`src/core_pkg.sv`:
```
package core_pkg;

	typedef logic [31:0] word;
	typedef logic [3:0]  reg_num;
	typedef logic [29:0] ptr;
	typedef logic [3:0]  cond_code;
	typedef logic [3:0]  alu_op;
	typedef logic [2:0]  op_group;
	typedef logic [1:0]  shift_type;

	typedef struct packed {
		logic n;
		logic z;
		logic c;
		logic v;
	} psr_flags;

	// condition encodings, bits 31:28 of every instruction.
	localparam cond_code EQ = 4'h0, NE = 4'h1, CS = 4'h2, CC = 4'h3;
	localparam cond_code MI = 4'h4, PL = 4'h5, VS = 4'h6, VC = 4'h7;
	localparam cond_code HI = 4'h8, LS = 4'h9, GE = 4'ha, LT = 4'hb;
	localparam cond_code GT = 4'hc, LE = 4'hd, AL = 4'he, NV = 4'hf;

	localparam alu_op AND = 4'h0, EOR = 4'h1, SUB = 4'h2, RSB = 4'h3;
	localparam alu_op ADD = 4'h4, ADC = 4'h5, SBC = 4'h6, RSC = 4'h7;
	localparam alu_op TST = 4'h8, TEQ = 4'h9, CMP = 4'ha, CMN = 4'hb;
	localparam alu_op ORR = 4'hc, MOV = 4'hd, BIC = 4'he, MVN = 4'hf;

	localparam shift_type SHIFT_LSL = 2'b00, SHIFT_LSR = 2'b01;
	localparam shift_type SHIFT_ASR = 2'b10, SHIFT_ROR = 2'b11;

	// bits 27:25 select the instruction group.
	localparam op_group GROUP_ALU_REG  = 3'b000;
	localparam op_group GROUP_ALU_IMM  = 3'b001;
	localparam op_group GROUP_LDST_IMM = 3'b010;
	localparam op_group GROUP_LDST_REG = 3'b011;
	localparam op_group GROUP_B        = 3'b101;

	localparam int COND_HI = 31, COND_LO = 28;
	localparam int OP_HI = 27, OP_LO = 25;
	localparam int OPCODE_HI = 24, OPCODE_LO = 21;
	localparam int RN_HI = 19, RN_LO = 16;
	localparam int RD_HI = 15, RD_LO = 12;
	localparam int RS_HI = 11, RS_LO = 8;
	localparam int RM_HI = 3, RM_LO = 0;
	localparam int ROT_HI = 11, ROT_LO = 8;
	localparam int IMM8_HI = 7, IMM8_LO = 0;
	localparam int IMM12_HI = 11, IMM12_LO = 0;
	localparam int SHIFT_IMM_HI = 11, SHIFT_IMM_LO = 7;
	localparam int SHIFT_TYPE_HI = 6, SHIFT_TYPE_LO = 5;
	localparam int BOFF_HI = 23, BOFF_LO = 0;
	localparam int I_BIT = 25, S_BIT = 20, LINK_BIT = 24;
	localparam int SHIFT_REG_BIT = 4, MUL_BIT = 7;
	localparam int P_BIT = 24, U_BIT = 23, B_BIT = 22, W_BIT = 21, L_BIT = 20;

	localparam reg_num R14 = 4'd14;

	typedef struct packed {
		logic      is_imm;
		logic      [11:0] imm;
		reg_num    r;
		logic      [4:0] shift_imm;
		logic      shift_by_reg;
		reg_num    r_shift;
		logic      shr;
		logic      ror;
		shift_type shift;
	} snd_decode;

	typedef struct packed {
		alu_op  op;
		reg_num rn;
		reg_num rd;
		logic   uses_carry;
	} data_decode;

	typedef struct packed {
		logic   enable;
		logic   load;
		logic   byte_xfer;
		logic   pre_index;
		logic   increment;
		logic   writeback;
		reg_num rn;
		reg_num rd;
	} ldst_decode;

endpackage

```
`src/core_decode_conds.sv`:
```
`timescale 1ns/1ns

module core_decode_conds (
	input  logic [3:0]         cond,
	input  core_pkg::psr_flags flags,
	output logic               execute,
	output logic               undefined
);

	always_comb begin
		undefined = 1'b0;
		unique case (cond)
			core_pkg::EQ: execute = flags.z;
			core_pkg::NE: execute = !flags.z;
			core_pkg::CS: execute = flags.c;
			core_pkg::CC: execute = !flags.c;
			core_pkg::MI: execute = flags.n;
			core_pkg::PL: execute = !flags.n;
			core_pkg::VS: execute = flags.v;
			core_pkg::VC: execute = !flags.v;
			core_pkg::HI: execute = flags.c && !flags.z; // unsigned higher.
			core_pkg::LS: execute = !flags.c || flags.z;
			core_pkg::GE: execute = flags.n == flags.v; // signed compares.
			core_pkg::LT: execute = flags.n != flags.v;
			core_pkg::GT: execute = !flags.z && (flags.n == flags.v);
			core_pkg::LE: execute = flags.z || (flags.n != flags.v);
			core_pkg::AL: execute = 1'b1;
			default: begin
				// NV is reserved on this core.
				execute = 1'b0;
				undefined = 1'b1;
			end
		endcase
	end

endmodule

```
`src/core_decode_snd.sv`:
```
`timescale 1ns/1ns

module core_decode_snd (
	input  core_pkg::word       insn,
	input  logic                is_imm,
	input  logic                ror_if_imm,
	input  logic                shift_by_reg_if_reg,
	output core_pkg::snd_decode decode,
	output logic                undefined
);

	logic reg_shift;

	assign reg_shift = insn[core_pkg::SHIFT_REG_BIT];

	always_comb begin
		decode = '0;
		decode.is_imm = is_imm;

		if (is_imm) begin
			if (ror_if_imm) begin
				decode.imm = {4'b0, insn[core_pkg::IMM8_HI:core_pkg::IMM8_LO]};
				decode.shift_imm = {insn[core_pkg::ROT_HI:core_pkg::ROT_LO], 1'b0};
				decode.shr = 1'b1;
				decode.ror = 1'b1;
				decode.shift = core_pkg::SHIFT_ROR;
			end else
				decode.imm = insn[core_pkg::IMM12_HI:core_pkg::IMM12_LO]; // plain offset.
		end else begin
			decode.r = insn[core_pkg::RM_HI:core_pkg::RM_LO];
			decode.shift = insn[core_pkg::SHIFT_TYPE_HI:core_pkg::SHIFT_TYPE_LO];
			decode.shift_by_reg = reg_shift && shift_by_reg_if_reg;
			decode.r_shift = insn[core_pkg::RS_HI:core_pkg::RS_LO];
			if (!decode.shift_by_reg)
				decode.shift_imm = insn[core_pkg::SHIFT_IMM_HI:core_pkg::SHIFT_IMM_LO];
			decode.shr = decode.shift != core_pkg::SHIFT_LSL;
			// the shifter treats ROR with a zero amount as RRX.
			decode.ror = decode.shift == core_pkg::SHIFT_ROR;
		end
	end

	assign undefined = !is_imm && reg_shift && !shift_by_reg_if_reg;

endmodule

```
`src/core_decode_data.sv`:
```
`timescale 1ns/1ns

module core_decode_data (
	input  core_pkg::word        insn,
	output core_pkg::data_decode decode,
	output logic                 writeback,
	output logic                 update_flags,
	output logic                 snd_is_imm,
	output logic                 snd_shift_by_reg_if_reg,
	output logic                 uses_rn
);

	core_pkg::alu_op op;

	assign op = insn[core_pkg::OPCODE_HI:core_pkg::OPCODE_LO];

	always_comb begin
		decode.op = op;
		decode.rn = insn[core_pkg::RN_HI:core_pkg::RN_LO];
		decode.rd = insn[core_pkg::RD_HI:core_pkg::RD_LO];

		// the carry-in comes from the C flag only for these three.
		unique case (op)
			core_pkg::ADC, core_pkg::SBC, core_pkg::RSC:
				decode.uses_carry = 1'b1;
			default:
				decode.uses_carry = 1'b0;
		endcase

		writeback = 1'b1;
		uses_rn = 1'b1;
		unique case (op)
			core_pkg::TST, core_pkg::TEQ, core_pkg::CMP, core_pkg::CMN:
				writeback = 1'b0; // result only goes to the flags.
			core_pkg::MOV, core_pkg::MVN:
				uses_rn = 1'b0;
			default: ;
		endcase
	end

	assign update_flags = insn[core_pkg::S_BIT];
	assign snd_is_imm = insn[core_pkg::I_BIT];

	// register operands may take their shift amount from rs.
	assign snd_shift_by_reg_if_reg = !insn[core_pkg::I_BIT];

endmodule

```
`src/core_decode_ldst_single.sv`:
```
`timescale 1ns/1ns

module core_decode_ldst_single (
	input  core_pkg::word        insn,
	output logic                 snd_is_imm,
	output core_pkg::ldst_decode decode
);

	logic pre_index;
	logic base_wb;

	assign pre_index = insn[core_pkg::P_BIT];
	assign base_wb = insn[core_pkg::W_BIT];

	// the I bit has the opposite sense of the data-processing one.
	assign snd_is_imm = !insn[core_pkg::I_BIT];

	always_comb begin
		decode.enable = 1'b1;
		decode.load = insn[core_pkg::L_BIT];
		decode.byte_xfer = insn[core_pkg::B_BIT];
		decode.pre_index = pre_index;
		decode.increment = insn[core_pkg::U_BIT];

		// post-indexed transfers always update the base.
		decode.writeback = base_wb || !pre_index;

		decode.rn = insn[core_pkg::RN_HI:core_pkg::RN_LO];
		decode.rd = insn[core_pkg::RD_HI:core_pkg::RD_LO];
	end

endmodule

```
`src/core_decode_ldst_addr.sv`:
```
`timescale 1ns/1ns

module core_decode_ldst_addr (
	input  core_pkg::ldst_decode ldst,
	output core_pkg::data_decode alu
);

	// post-index runs the same ALU op because the base update is done after the access.
	always_comb begin
		if (ldst.increment)
			alu.op = core_pkg::ADD;
		else
			alu.op = core_pkg::SUB;

		alu.rn = ldst.rn;
		alu.rd = ldst.rn; // the new base goes back to rn.
		alu.uses_carry = 1'b0;
	end

endmodule

```
`src/core_decode.sv`:
```
`timescale 1ns/1ns

module core_decode (
	input  core_pkg::word        insn,
	input  core_pkg::psr_flags   flags,
	output logic                 execute,
	output logic                 conditional,
	output logic                 undefined,
	output logic                 writeback,
	output logic                 update_flags,
	output logic                 uses_rn,
	output logic                 branch,
	output core_pkg::ptr         branch_offset,
	output core_pkg::snd_decode  snd_ctrl,
	output core_pkg::data_decode data_ctrl,
	output core_pkg::ldst_decode ldst_ctrl
);

	core_pkg::op_group group;
	logic cond_execute, cond_undefined;
	logic snd_is_imm, snd_ror_if_imm, snd_shift_by_reg_if_reg, snd_undefined;
	logic is_ldst, alu_ok;
	logic data_writeback, data_update_flags, data_is_imm;
	logic data_shift_by_reg_if_reg, data_uses_rn;
	logic ldst_is_imm;
	core_pkg::snd_decode  snd;
	core_pkg::data_decode data;
	core_pkg::data_decode data_ldst;
	core_pkg::ldst_decode ldst_single;

	assign group = insn[core_pkg::OP_HI:core_pkg::OP_LO];
	assign is_ldst = insn[core_pkg::OP_HI:core_pkg::OP_HI - 1] == 2'b01;

	core_decode_conds conds (
		.cond(insn[core_pkg::COND_HI:core_pkg::COND_LO]),
		.flags(flags),
		.execute(cond_execute),
		.undefined(cond_undefined)
	);

	// load/store offsets are never rotated and never shifted by a register.
	assign snd_is_imm = is_ldst ? ldst_is_imm : data_is_imm;
	assign snd_ror_if_imm = !is_ldst;
	assign snd_shift_by_reg_if_reg = is_ldst ? 1'b0 : data_shift_by_reg_if_reg;

	core_decode_snd snd_operand (
		.insn(insn),
		.is_imm(snd_is_imm),
		.ror_if_imm(snd_ror_if_imm),
		.shift_by_reg_if_reg(snd_shift_by_reg_if_reg),
		.decode(snd),
		.undefined(snd_undefined)
	);

	core_decode_data group_data (
		.insn(insn),
		.decode(data),
		.writeback(data_writeback),
		.update_flags(data_update_flags),
		.snd_is_imm(data_is_imm),
		.snd_shift_by_reg_if_reg(data_shift_by_reg_if_reg),
		.uses_rn(data_uses_rn)
	);

	core_decode_ldst_single group_ldst_single (
		.insn(insn),
		.snd_is_imm(ldst_is_imm),
		.decode(ldst_single)
	);

	core_decode_ldst_addr ldst2data (
		.ldst(ldst_single),
		.alu(data_ldst)
	);

	// multiply and swap sit in the register group with bits 7 and 4 set.
	// a test or compare without S is a PSR transfer or BX.
	assign alu_ok = !(group == core_pkg::GROUP_ALU_REG
	                  && insn[core_pkg::MUL_BIT] && insn[core_pkg::SHIFT_REG_BIT])
	                && (data_writeback || data_update_flags);

	assign conditional = insn[core_pkg::COND_HI:core_pkg::COND_LO] != core_pkg::AL;
	assign branch_offset = {{6{insn[core_pkg::BOFF_HI]}},
	                        insn[core_pkg::BOFF_HI:core_pkg::BOFF_LO]};

	always_comb begin
		execute = cond_execute;
		undefined = cond_undefined;
		branch = 1'b0;
		writeback = 1'b0;
		update_flags = 1'b0;
		uses_rn = 1'b1;
		snd_ctrl = '0;
		data_ctrl = '0;
		ldst_ctrl = '0;

		unique case (group)
			core_pkg::GROUP_B: begin
				branch = 1'b1;
				if (insn[core_pkg::LINK_BIT]) begin
					data_ctrl.rd = core_pkg::R14;
					writeback = 1'b1;
				end
			end
			core_pkg::GROUP_ALU_REG, core_pkg::GROUP_ALU_IMM: begin
				snd_ctrl = snd;
				data_ctrl = data;
				uses_rn = data_uses_rn;
				writeback = data_writeback;
				update_flags = data_update_flags;
				undefined = undefined || snd_undefined || !alu_ok;
			end
			core_pkg::GROUP_LDST_IMM, core_pkg::GROUP_LDST_REG: begin
				snd_ctrl = snd;
				ldst_ctrl = ldst_single;
				data_ctrl = data_ldst;
				writeback = ldst_single.writeback || ldst_single.load;
				undefined = undefined || snd_undefined;
			end
			default: undefined = 1'b1;
		endcase

		if (undefined) begin
			execute = 1'b0;
			branch = 1'bx;
			writeback = 1'bx;
			update_flags = 1'bx;
			uses_rn = 1'bx;
			snd_ctrl = 'x;
			data_ctrl = 'x;
			ldst_ctrl = 'x;
		end
	end

endmodule

```
`src/core_decode_stage.sv`:
```
`timescale 1ns/1ns

module core_decode_stage (
	input  logic                 clk,
	input  logic                 rst_n,
	input  logic                 insn_valid,
	input  core_pkg::word        insn,
	input  core_pkg::psr_flags   flags,
	output logic                 out_valid,
	output logic                 execute,
	output logic                 conditional,
	output logic                 undefined,
	output logic                 writeback,
	output logic                 update_flags,
	output logic                 uses_rn,
	output logic                 branch,
	output core_pkg::ptr         branch_offset,
	output core_pkg::snd_decode  snd_ctrl,
	output core_pkg::data_decode data_ctrl,
	output core_pkg::ldst_decode ldst_ctrl
);

	logic dec_execute, dec_conditional, dec_undefined, dec_writeback;
	logic dec_update_flags, dec_uses_rn, dec_branch;
	core_pkg::ptr         dec_branch_offset;
	core_pkg::snd_decode  dec_snd;
	core_pkg::data_decode dec_data;
	core_pkg::ldst_decode dec_ldst;

	core_decode dec (
		.insn(insn),
		.flags(flags),
		.execute(dec_execute),
		.conditional(dec_conditional),
		.undefined(dec_undefined),
		.writeback(dec_writeback),
		.update_flags(dec_update_flags),
		.uses_rn(dec_uses_rn),
		.branch(dec_branch),
		.branch_offset(dec_branch_offset),
		.snd_ctrl(dec_snd),
		.data_ctrl(dec_data),
		.ldst_ctrl(dec_ldst)
	);

	// an undefined word carries no meaningful controls, so they are cleared.
	always_ff @(posedge clk or negedge rst_n) begin
		if (!rst_n) begin
			out_valid <= 1'b0;
			execute <= 1'b0;
			conditional <= 1'b0;
			undefined <= 1'b0;
			writeback <= 1'b0;
			update_flags <= 1'b0;
			uses_rn <= 1'b0;
			branch <= 1'b0;
			ldst_ctrl <= '0;
		end else begin
			out_valid <= insn_valid;
			if (insn_valid) begin
				execute <= dec_execute;
				conditional <= dec_conditional;
				undefined <= dec_undefined;
				writeback <= !dec_undefined && dec_writeback;
				update_flags <= !dec_undefined && dec_update_flags;
				uses_rn <= !dec_undefined && dec_uses_rn;
				branch <= !dec_undefined && dec_branch;
				ldst_ctrl <= dec_undefined ? '0 : dec_ldst;
			end
		end
	end

	always_ff @(posedge clk) begin
		if (insn_valid) begin
			branch_offset <= dec_branch_offset;
			snd_ctrl <= dec_undefined ? '0 : dec_snd;
			data_ctrl <= dec_undefined ? '0 : dec_data;
		end
	end

endmodule

```
`config.mk`:
```
export PLATFORM = sky130hd
export DESIGN_NAME = core_decode_stage
export DESIGN_NICKNAME = d
export VERILOG_FILES = /design/src/core_pkg.sv /design/src/core_decode_conds.sv /design/src/core_decode_snd.sv /design/src/core_decode_data.sv /design/src/core_decode_ldst_single.sv /design/src/core_decode_ldst_addr.sv /design/src/core_decode.sv /design/src/core_decode_stage.sv
export SDC_FILE = /design/constraint.sdc
export NUM_CORES = 1
export LEC_CHECK = 0
export ABC_AREA = 0
export BUFFER_PORTS_ARGS = -buffer_cell sky130_fd_sc_hd__buf_2
export CORE_ASPECT_RATIO = 1.25
export CORE_MARGIN = 2
export CORE_UTILIZATION = 53
export CTS_BUF_LIST = sky130_fd_sc_hd__clkbuf_16
export DETAILED_ROUTE_END_ITERATION = 8
export HOLD_SLACK_MARGIN = 0.05
export PLACE_DENSITY = 0.85
export REMOVE_ABC_BUFFERS = 1
export SLEW_MARGIN = 25
export SYNTH_ARGS = -nofsm -noshare
export SYNTH_HDL_FRONTEND = slang
export SYNTH_SLANG_ARGS = --single-unit
```
`constraint.sdc`:
```
create_clock -name clk -period 1.3 [get_ports clk]
set_input_delay 0.26 -clock clk [delete_from_list [all_inputs] [get_ports clk]]
set_output_delay 0.26 -clock clk [all_outputs]
set_load 0.02 [all_outputs]
```
* Yosys cells after proc, flatten, opt, wreduce, memory -nomap -nowiden
Cells that the tools add are included.
** Word-level totals
- Flip-flop bits (word level) :: 90
- Input bits :: 39
- Output and inout bits :: 96
- Word-level logic and storage cells :: 141
** Cells by class
- Eq/ne operators :: 32
- Multiplexer cells :: 29
- Bitwise gates (word level) :: 4
- Reduce and logical (&&, ||, !) cells :: 45
** Operator list (number)
- equality test 4 bit (second input constant) :: 13
- equality test 4 x 3 -> 1 bit (second input constant) :: 7
- 2-to-1 mux 14 bit :: 2
- one-hot mux 8 bit (2 select lines) :: 1
- 2-to-1 mux 1 bit :: 15
- 2-to-1 mux 5 bit :: 3
- one-hot mux 1 bit (15 select lines) :: 1
- OR reduction 15 bit :: 1
- logical AND 1 bit :: 12
- 2-to-1 mux 4 bit :: 3
- one-hot mux 4 bit (3 select lines) :: 1
- OR reduction 4 bit :: 3
- logical NOT 1 bit :: 11
- OR reduction 2 bit :: 5
- OR reduction 3 bit :: 3
- equality test 4 x 2 -> 1 bit (second input constant) :: 2
- logical OR 1 bit :: 7
- equality test 3 x 2 -> 1 bit (second input constant) :: 2
- one-hot mux 1 bit (3 select lines) :: 2
- equality test 4 x 1 -> 1 bit (second input constant) :: 1
- logical NOT 4 bit :: 1
- inequality test 4 bit (second input constant) :: 1
- inverter 1 bit :: 4
- equality test 3 x 1 -> 1 bit (second input constant) :: 1
- 8 further kinds :: 8

* Depth between registers and ports, before layout
- Word-level depth :: 10
- Gate-level depth with buffers :: 10
- Mapped depth without buffers :: 7

* Hierarchy
From an unflattened synthesis, not the netlist that was laid out.
** Second synthesis, totals
- Cell total of the unflattened synthesis :: 458
- Area total of the unflattened synthesis :: 5129.9 µm²
** Modules (own cells, without submodules)
- core_decode_stage :: instances 1, cells each 207, area each 3427.0 µm², sequential area each 2772.7 µm²
- core_decode :: instances 1, cells each 133, area each 879.6 µm², sequential area each 0.0 µm²
- core_decode_snd :: instances 1, cells each 42, area each 264.0 µm², sequential area each 0.0 µm²
- core_decode_conds :: instances 1, cells each 27, area each 214.0 µm², sequential area each 0.0 µm²
- core_decode_data :: instances 1, cells each 19, area each 136.4 µm², sequential area each 0.0 µm²
- core_decode_ldst_single :: instances 1, cells each 16, area each 111.4 µm², sequential area each 0.0 µm²
- core_decode_ldst_addr :: instances 1, cells each 14, area each 97.6 µm², sequential area each 0.0 µm²

* Worst setup path after synthesis
Ideal clock, no wire load.
- Path type :: input -> register
- From :: input port insn[27]
- To :: register snd_ctrl[18] (netlist name) (data pin)
- Library setup time :: 0.132 ns
- Data arrival time :: 1.865 ns
- Required time :: 1.168 ns
- Path slack :: -0.697 ns
- Stages :: 9
- Path buffers :: 3
- Cell sequence :: buf_6 > nand2b_1 > ha_1 > buf_2 > nor2_1 > o21a_1 > nor3_1 > clkbuf_1 > and3_1
** RTL lines
- start, declared :: RTL line core_decode_stage.sv:7 : input core_pkg::word insn,
- end signal, assigned :: RTL line core_decode_stage.sv:76 : snd_ctrl <= dec_undefined ? '0 : dec_snd;
- end, declared :: RTL line core_decode_stage.sv:18 : output core_pkg::snd_decode snd_ctrl,

* Final worst setup path
- From :: input port insn[27]
- To :: register snd_ctrl[25] (netlist name) (data pin)
** On the way
- Longest elaborated chain between the ends :: 9
- Elaborated cells between the ends (all ways) :: 26
- Classes of those cells :: 5 x eq/ne; 3 x mux; 2 x bitwise; 16 x reduce/logical
** RTL lines
- equality test 2 x 1 -> 1 bit or logical NOT 3 bit (tied branches) :: RTL line core_decode.sv:32, core_decode.sv:78, core_decode.sv:97
- 2-to-1 mux 1 bit or logical AND 1 bit (tied branches) :: RTL line core_decode.sv:42, core_decode.sv:79
- logical NOT 1 bit or logical AND 1 bit (tied branches) :: RTL line core_decode_snd.sv:42, core_decode.sv:79
- logical AND 1 bit or logical NOT 1 bit (tied branches) :: RTL line core_decode_snd.sv:42, core_decode.sv:78
- logical AND 1 bit (on tied branches) :: RTL line core_decode_snd.sv:42, core_decode.sv:80
- logical OR 1 bit or logical NOT 1 bit (tied branches) :: RTL line core_decode.sv:111, core_decode.sv:118
- logical OR 1 bit :: RTL line core_decode.sv:111 : undefined = undefined || snd_undefined || !alu_ok;
- one-hot mux 1 bit (3 select lines) :: RTL line core_decode.sv:97 : unique case (group)
- OR reduction 3 bit (no source line) (*)
Every way passes the cells marked *; elsewhere a longest branch is shown, timed or not.
A chain may end at the register's enable or synchronous reset.

==> results.yml <==
status:
  outcome: "complete, but fails checks"
  failed_checks: "setup timing"
synthesis:
  synth_area_leader_cell: "edfxtp_1"
  synth_edf_count: 68
  synth-async-reset-ratio_pct: 24.44
  synth_warnings: 0
  avgSynthCellArea_um2: 13.16
  synthCells: 283
  ys_types: 46
  yosysTopAreaCellShare_pct: 54.82
  yosysSeqAreaShare_pct: 69.60
  yosys-top-cells-area: "edfxtp_1 55%, dfrtp_1 15%, and2_1 3.4%, and3_1 2.5%, o22ai_1 2.4%"
  ys.flop_type: "edfxtp_1"
  ys_ff_latch: 90
  syn_area_um2: 3725
critical_path:
  critPathKind: "in2reg"
  crit_fanout: 18
  required_ps: 1390
  arrival_ps: 1600
  startpoint_type: "input port"
  cp-end-kind: "flop"
timing:
  fmax_mhz: 661.4
  finalSetupViolCount: 61
  rsz0062_at_grt: "yes"
  min_period_over_period_pct: 116.3
  hold_viol: 0
  slew_headroom_pct: 65.85
  setup_slack_ps: -212.0
  drv_slew: 0
  worst_slew_pin_slew_ps: 512.2
  clock_skew_ps: 0
  post-route-min-period_ps: 1512
die:
  initial_core_util_pct: 54.05
  die_h_um: 97.73
  num_rows: 34
  coreArea_um2: 6892
  io_pins: 135
  dieWidth_um: 78.98
  dieArea_um2: 7719
finish:
  area_growth_pct: 44.47
  post-route-util_pct: 78.09
  drive_gt1_share_pct: 53.64
  layout.nets: 489
  fillers: 418
clock_tree:
  clk_pin_slew_ps: 70
  cts_tree: "built"
  clock_latency_ps: 330
  root_buffer: "clkbuf_16"
  cts_buffers: 9
  cts_num_sinks: 90
  clockBufferDepth: 2
  htree_levels: 3
detailed_routing:
  wire_per_inst_um: 17.41
  finalWirelength_um: 9472
  drtAntennaViolNets: 0
  drtIter0Drc: 160
  drt-pass1-iter-count: 4
  vias_per_cell: 5.329
  vias: 2899
  drc: 0
grt:
  overflow: 0
  grt_pass1_vias: 2829
  grt_antenna_before_repair: 1
  grt_first_pass_wirelength_um: 13940
  grt_usage_pct: 23.97
  grt_max_degree: 70
placement:
  portBuffers: 134
  dp_hpwl_um: 6263
  gp_congestion: 0.8363
power:
  p_per_area_nw_per_um2: 1398
  p_leak_nw: 2.380
  total_power_mw: 7.525
  irDropWorstVdd_mv: 0.8513
min_path:
  min-delay-path-class: "in2reg"
flow_run:
  maxCapViolCount: 0
==> cells by family after synthesis <==
| logic type | after synthesis | share of synthesized area [%] |
|---|---|---|
| muxes | 6 | 1.680 |
| DFF | 90 | 69.60 |
| and+or+nand+nor | 97 | 14.54 |
| adders and majority gates | 2 | 0.6717 |
| xor gates and xnor gates | 2 | 0.4704 |
| AOI/OAI and AO/OA | 43 | 7.827 |
| buffers and inverters | 43 | 5.206 |
==> final timing paths <==
kind | start | to | slack (ps) | cells after the start
min in group asynchronous | rst_n | ldst_ctrl[11] | 420 | 2
hold / removal | insn[2] | branch_offset[2] | 120 | 1
setup reg to reg | execute | execute | 530 | 1
setup / recovery | insn[27] | snd_ctrl[25] | -210 | 7
max in group asynchronous | rst_n | ldst_ctrl[1] | 520 | 2
hold reg to reg | writeback | writeback | 530 | 1
==> what timing repair did <==
item	CTS	global route
gates cloned	0	1
setup endpoints to repair	64	63
hold endpoints to repair	22	0
gates resized for setup	26	39
buffers inserted	3	1
pin swaps	27	28
hold buffers	1	0
==> cell usage after synthesis (3+ instances only) <==
library cell,number
edfxtp_1,68
inv_1,23
nand2_1,23
dfrtp_1,22
and2_1,20
and3_1,15
nor2_1,15
o22ai_1,14
clkbuf_1,10
a21oi_1,7
buf_4,6
nor3_1,6
o21ai_0,5
a22oi_1,4
mux2i_1,4
nand3_1,3
==> area by class of cell <==
class	instances	area [µm²]	area share, %
sequential	90	2592	48.17
multi-input combinational	150	1220	22.67
timing repair buffer	174	1042	19.37
clock buffer	9	225.2	4.185
tap	90	112.6	2.093
clock inverter	7	100.1	1.860
inverter	23	86.33	1.604
antenna	1	2.502	0.04650
==> critical path, stage by stage <==
cell	delay, ps
buf_6	100
buf_6	110
or4b_4	520
o21ai_4	200
nor3_4	80
buf_12	150
and3_1	170
==> flip-flops by register name, summed over array words and instances, names as in the netlist <==
signal	flops
snd_ctrl	31
writeback	1
branch	1
ldst_ctrl	14
out_valid	1
data_ctrl	13
undefined	1
conditional	1
uses_rn	1
execute	1
branch_offset	24
update_flags	1
==> power breakdown <==
group | total (mW) | switching [mW] | leakage, nW | internal, mW
sequential | 3.42 | 0.0780 | 0.943 | 3.34
combinational | 1.30 | 0.797 | 1.28 | 0.502
clock | 2.81 | 1.10 | 0.160 | 1.70
==> per-stage QoR <==
step / std cells / hold slack, ps / TNS, ps / setup slack [ps] / instance area [µm²]
floorplan: 263 / -35.59 / -51210 / -1255 / 3617
finish: 544 / 121.5 / -8380 / -212.0 / 5381
global placement: 521 / 245.0 / -37640 / -742.4 / 4701
global route: 544 / 129.4 / -9842 / -233.6 / 5381
detailed placement: 521 / 258.9 / -41320 / -832.6 / 4701
CTS: 541 / 123.4 / -8301 / -220.0 / 5181
==> metal layers <==
layer | routed length, µm | track usage (%) | up-vias | part of all wire [%]
met5 | 0 | 0 | - | 0
met4 | 357 | 9.416 | 0 | 3.8
met3 | 542 | 5.730 | 29 | 5.7
met2 | 5007 | 41.59 | 131 | 53
met1 | 3565 | 28.68 | 1387 | 38
li1 | - | - | 1352 | -
==> cell usage in the layout, fill, tap and decap left out, drive strengths merged, types with 4 or more instances in the layout <==
cell type  count
o22ai         14
o21ai          6
nor2          15
nand2         23
nand3          4
nor3           6
inv           27
mux2i          4
edfxtp        68
a22oi          4
and2          20
and3          15
dfrtp         22
a21oi          8
buf          173
clkbuf         9
No activity file was read; power rests on OpenSTA's default activity.
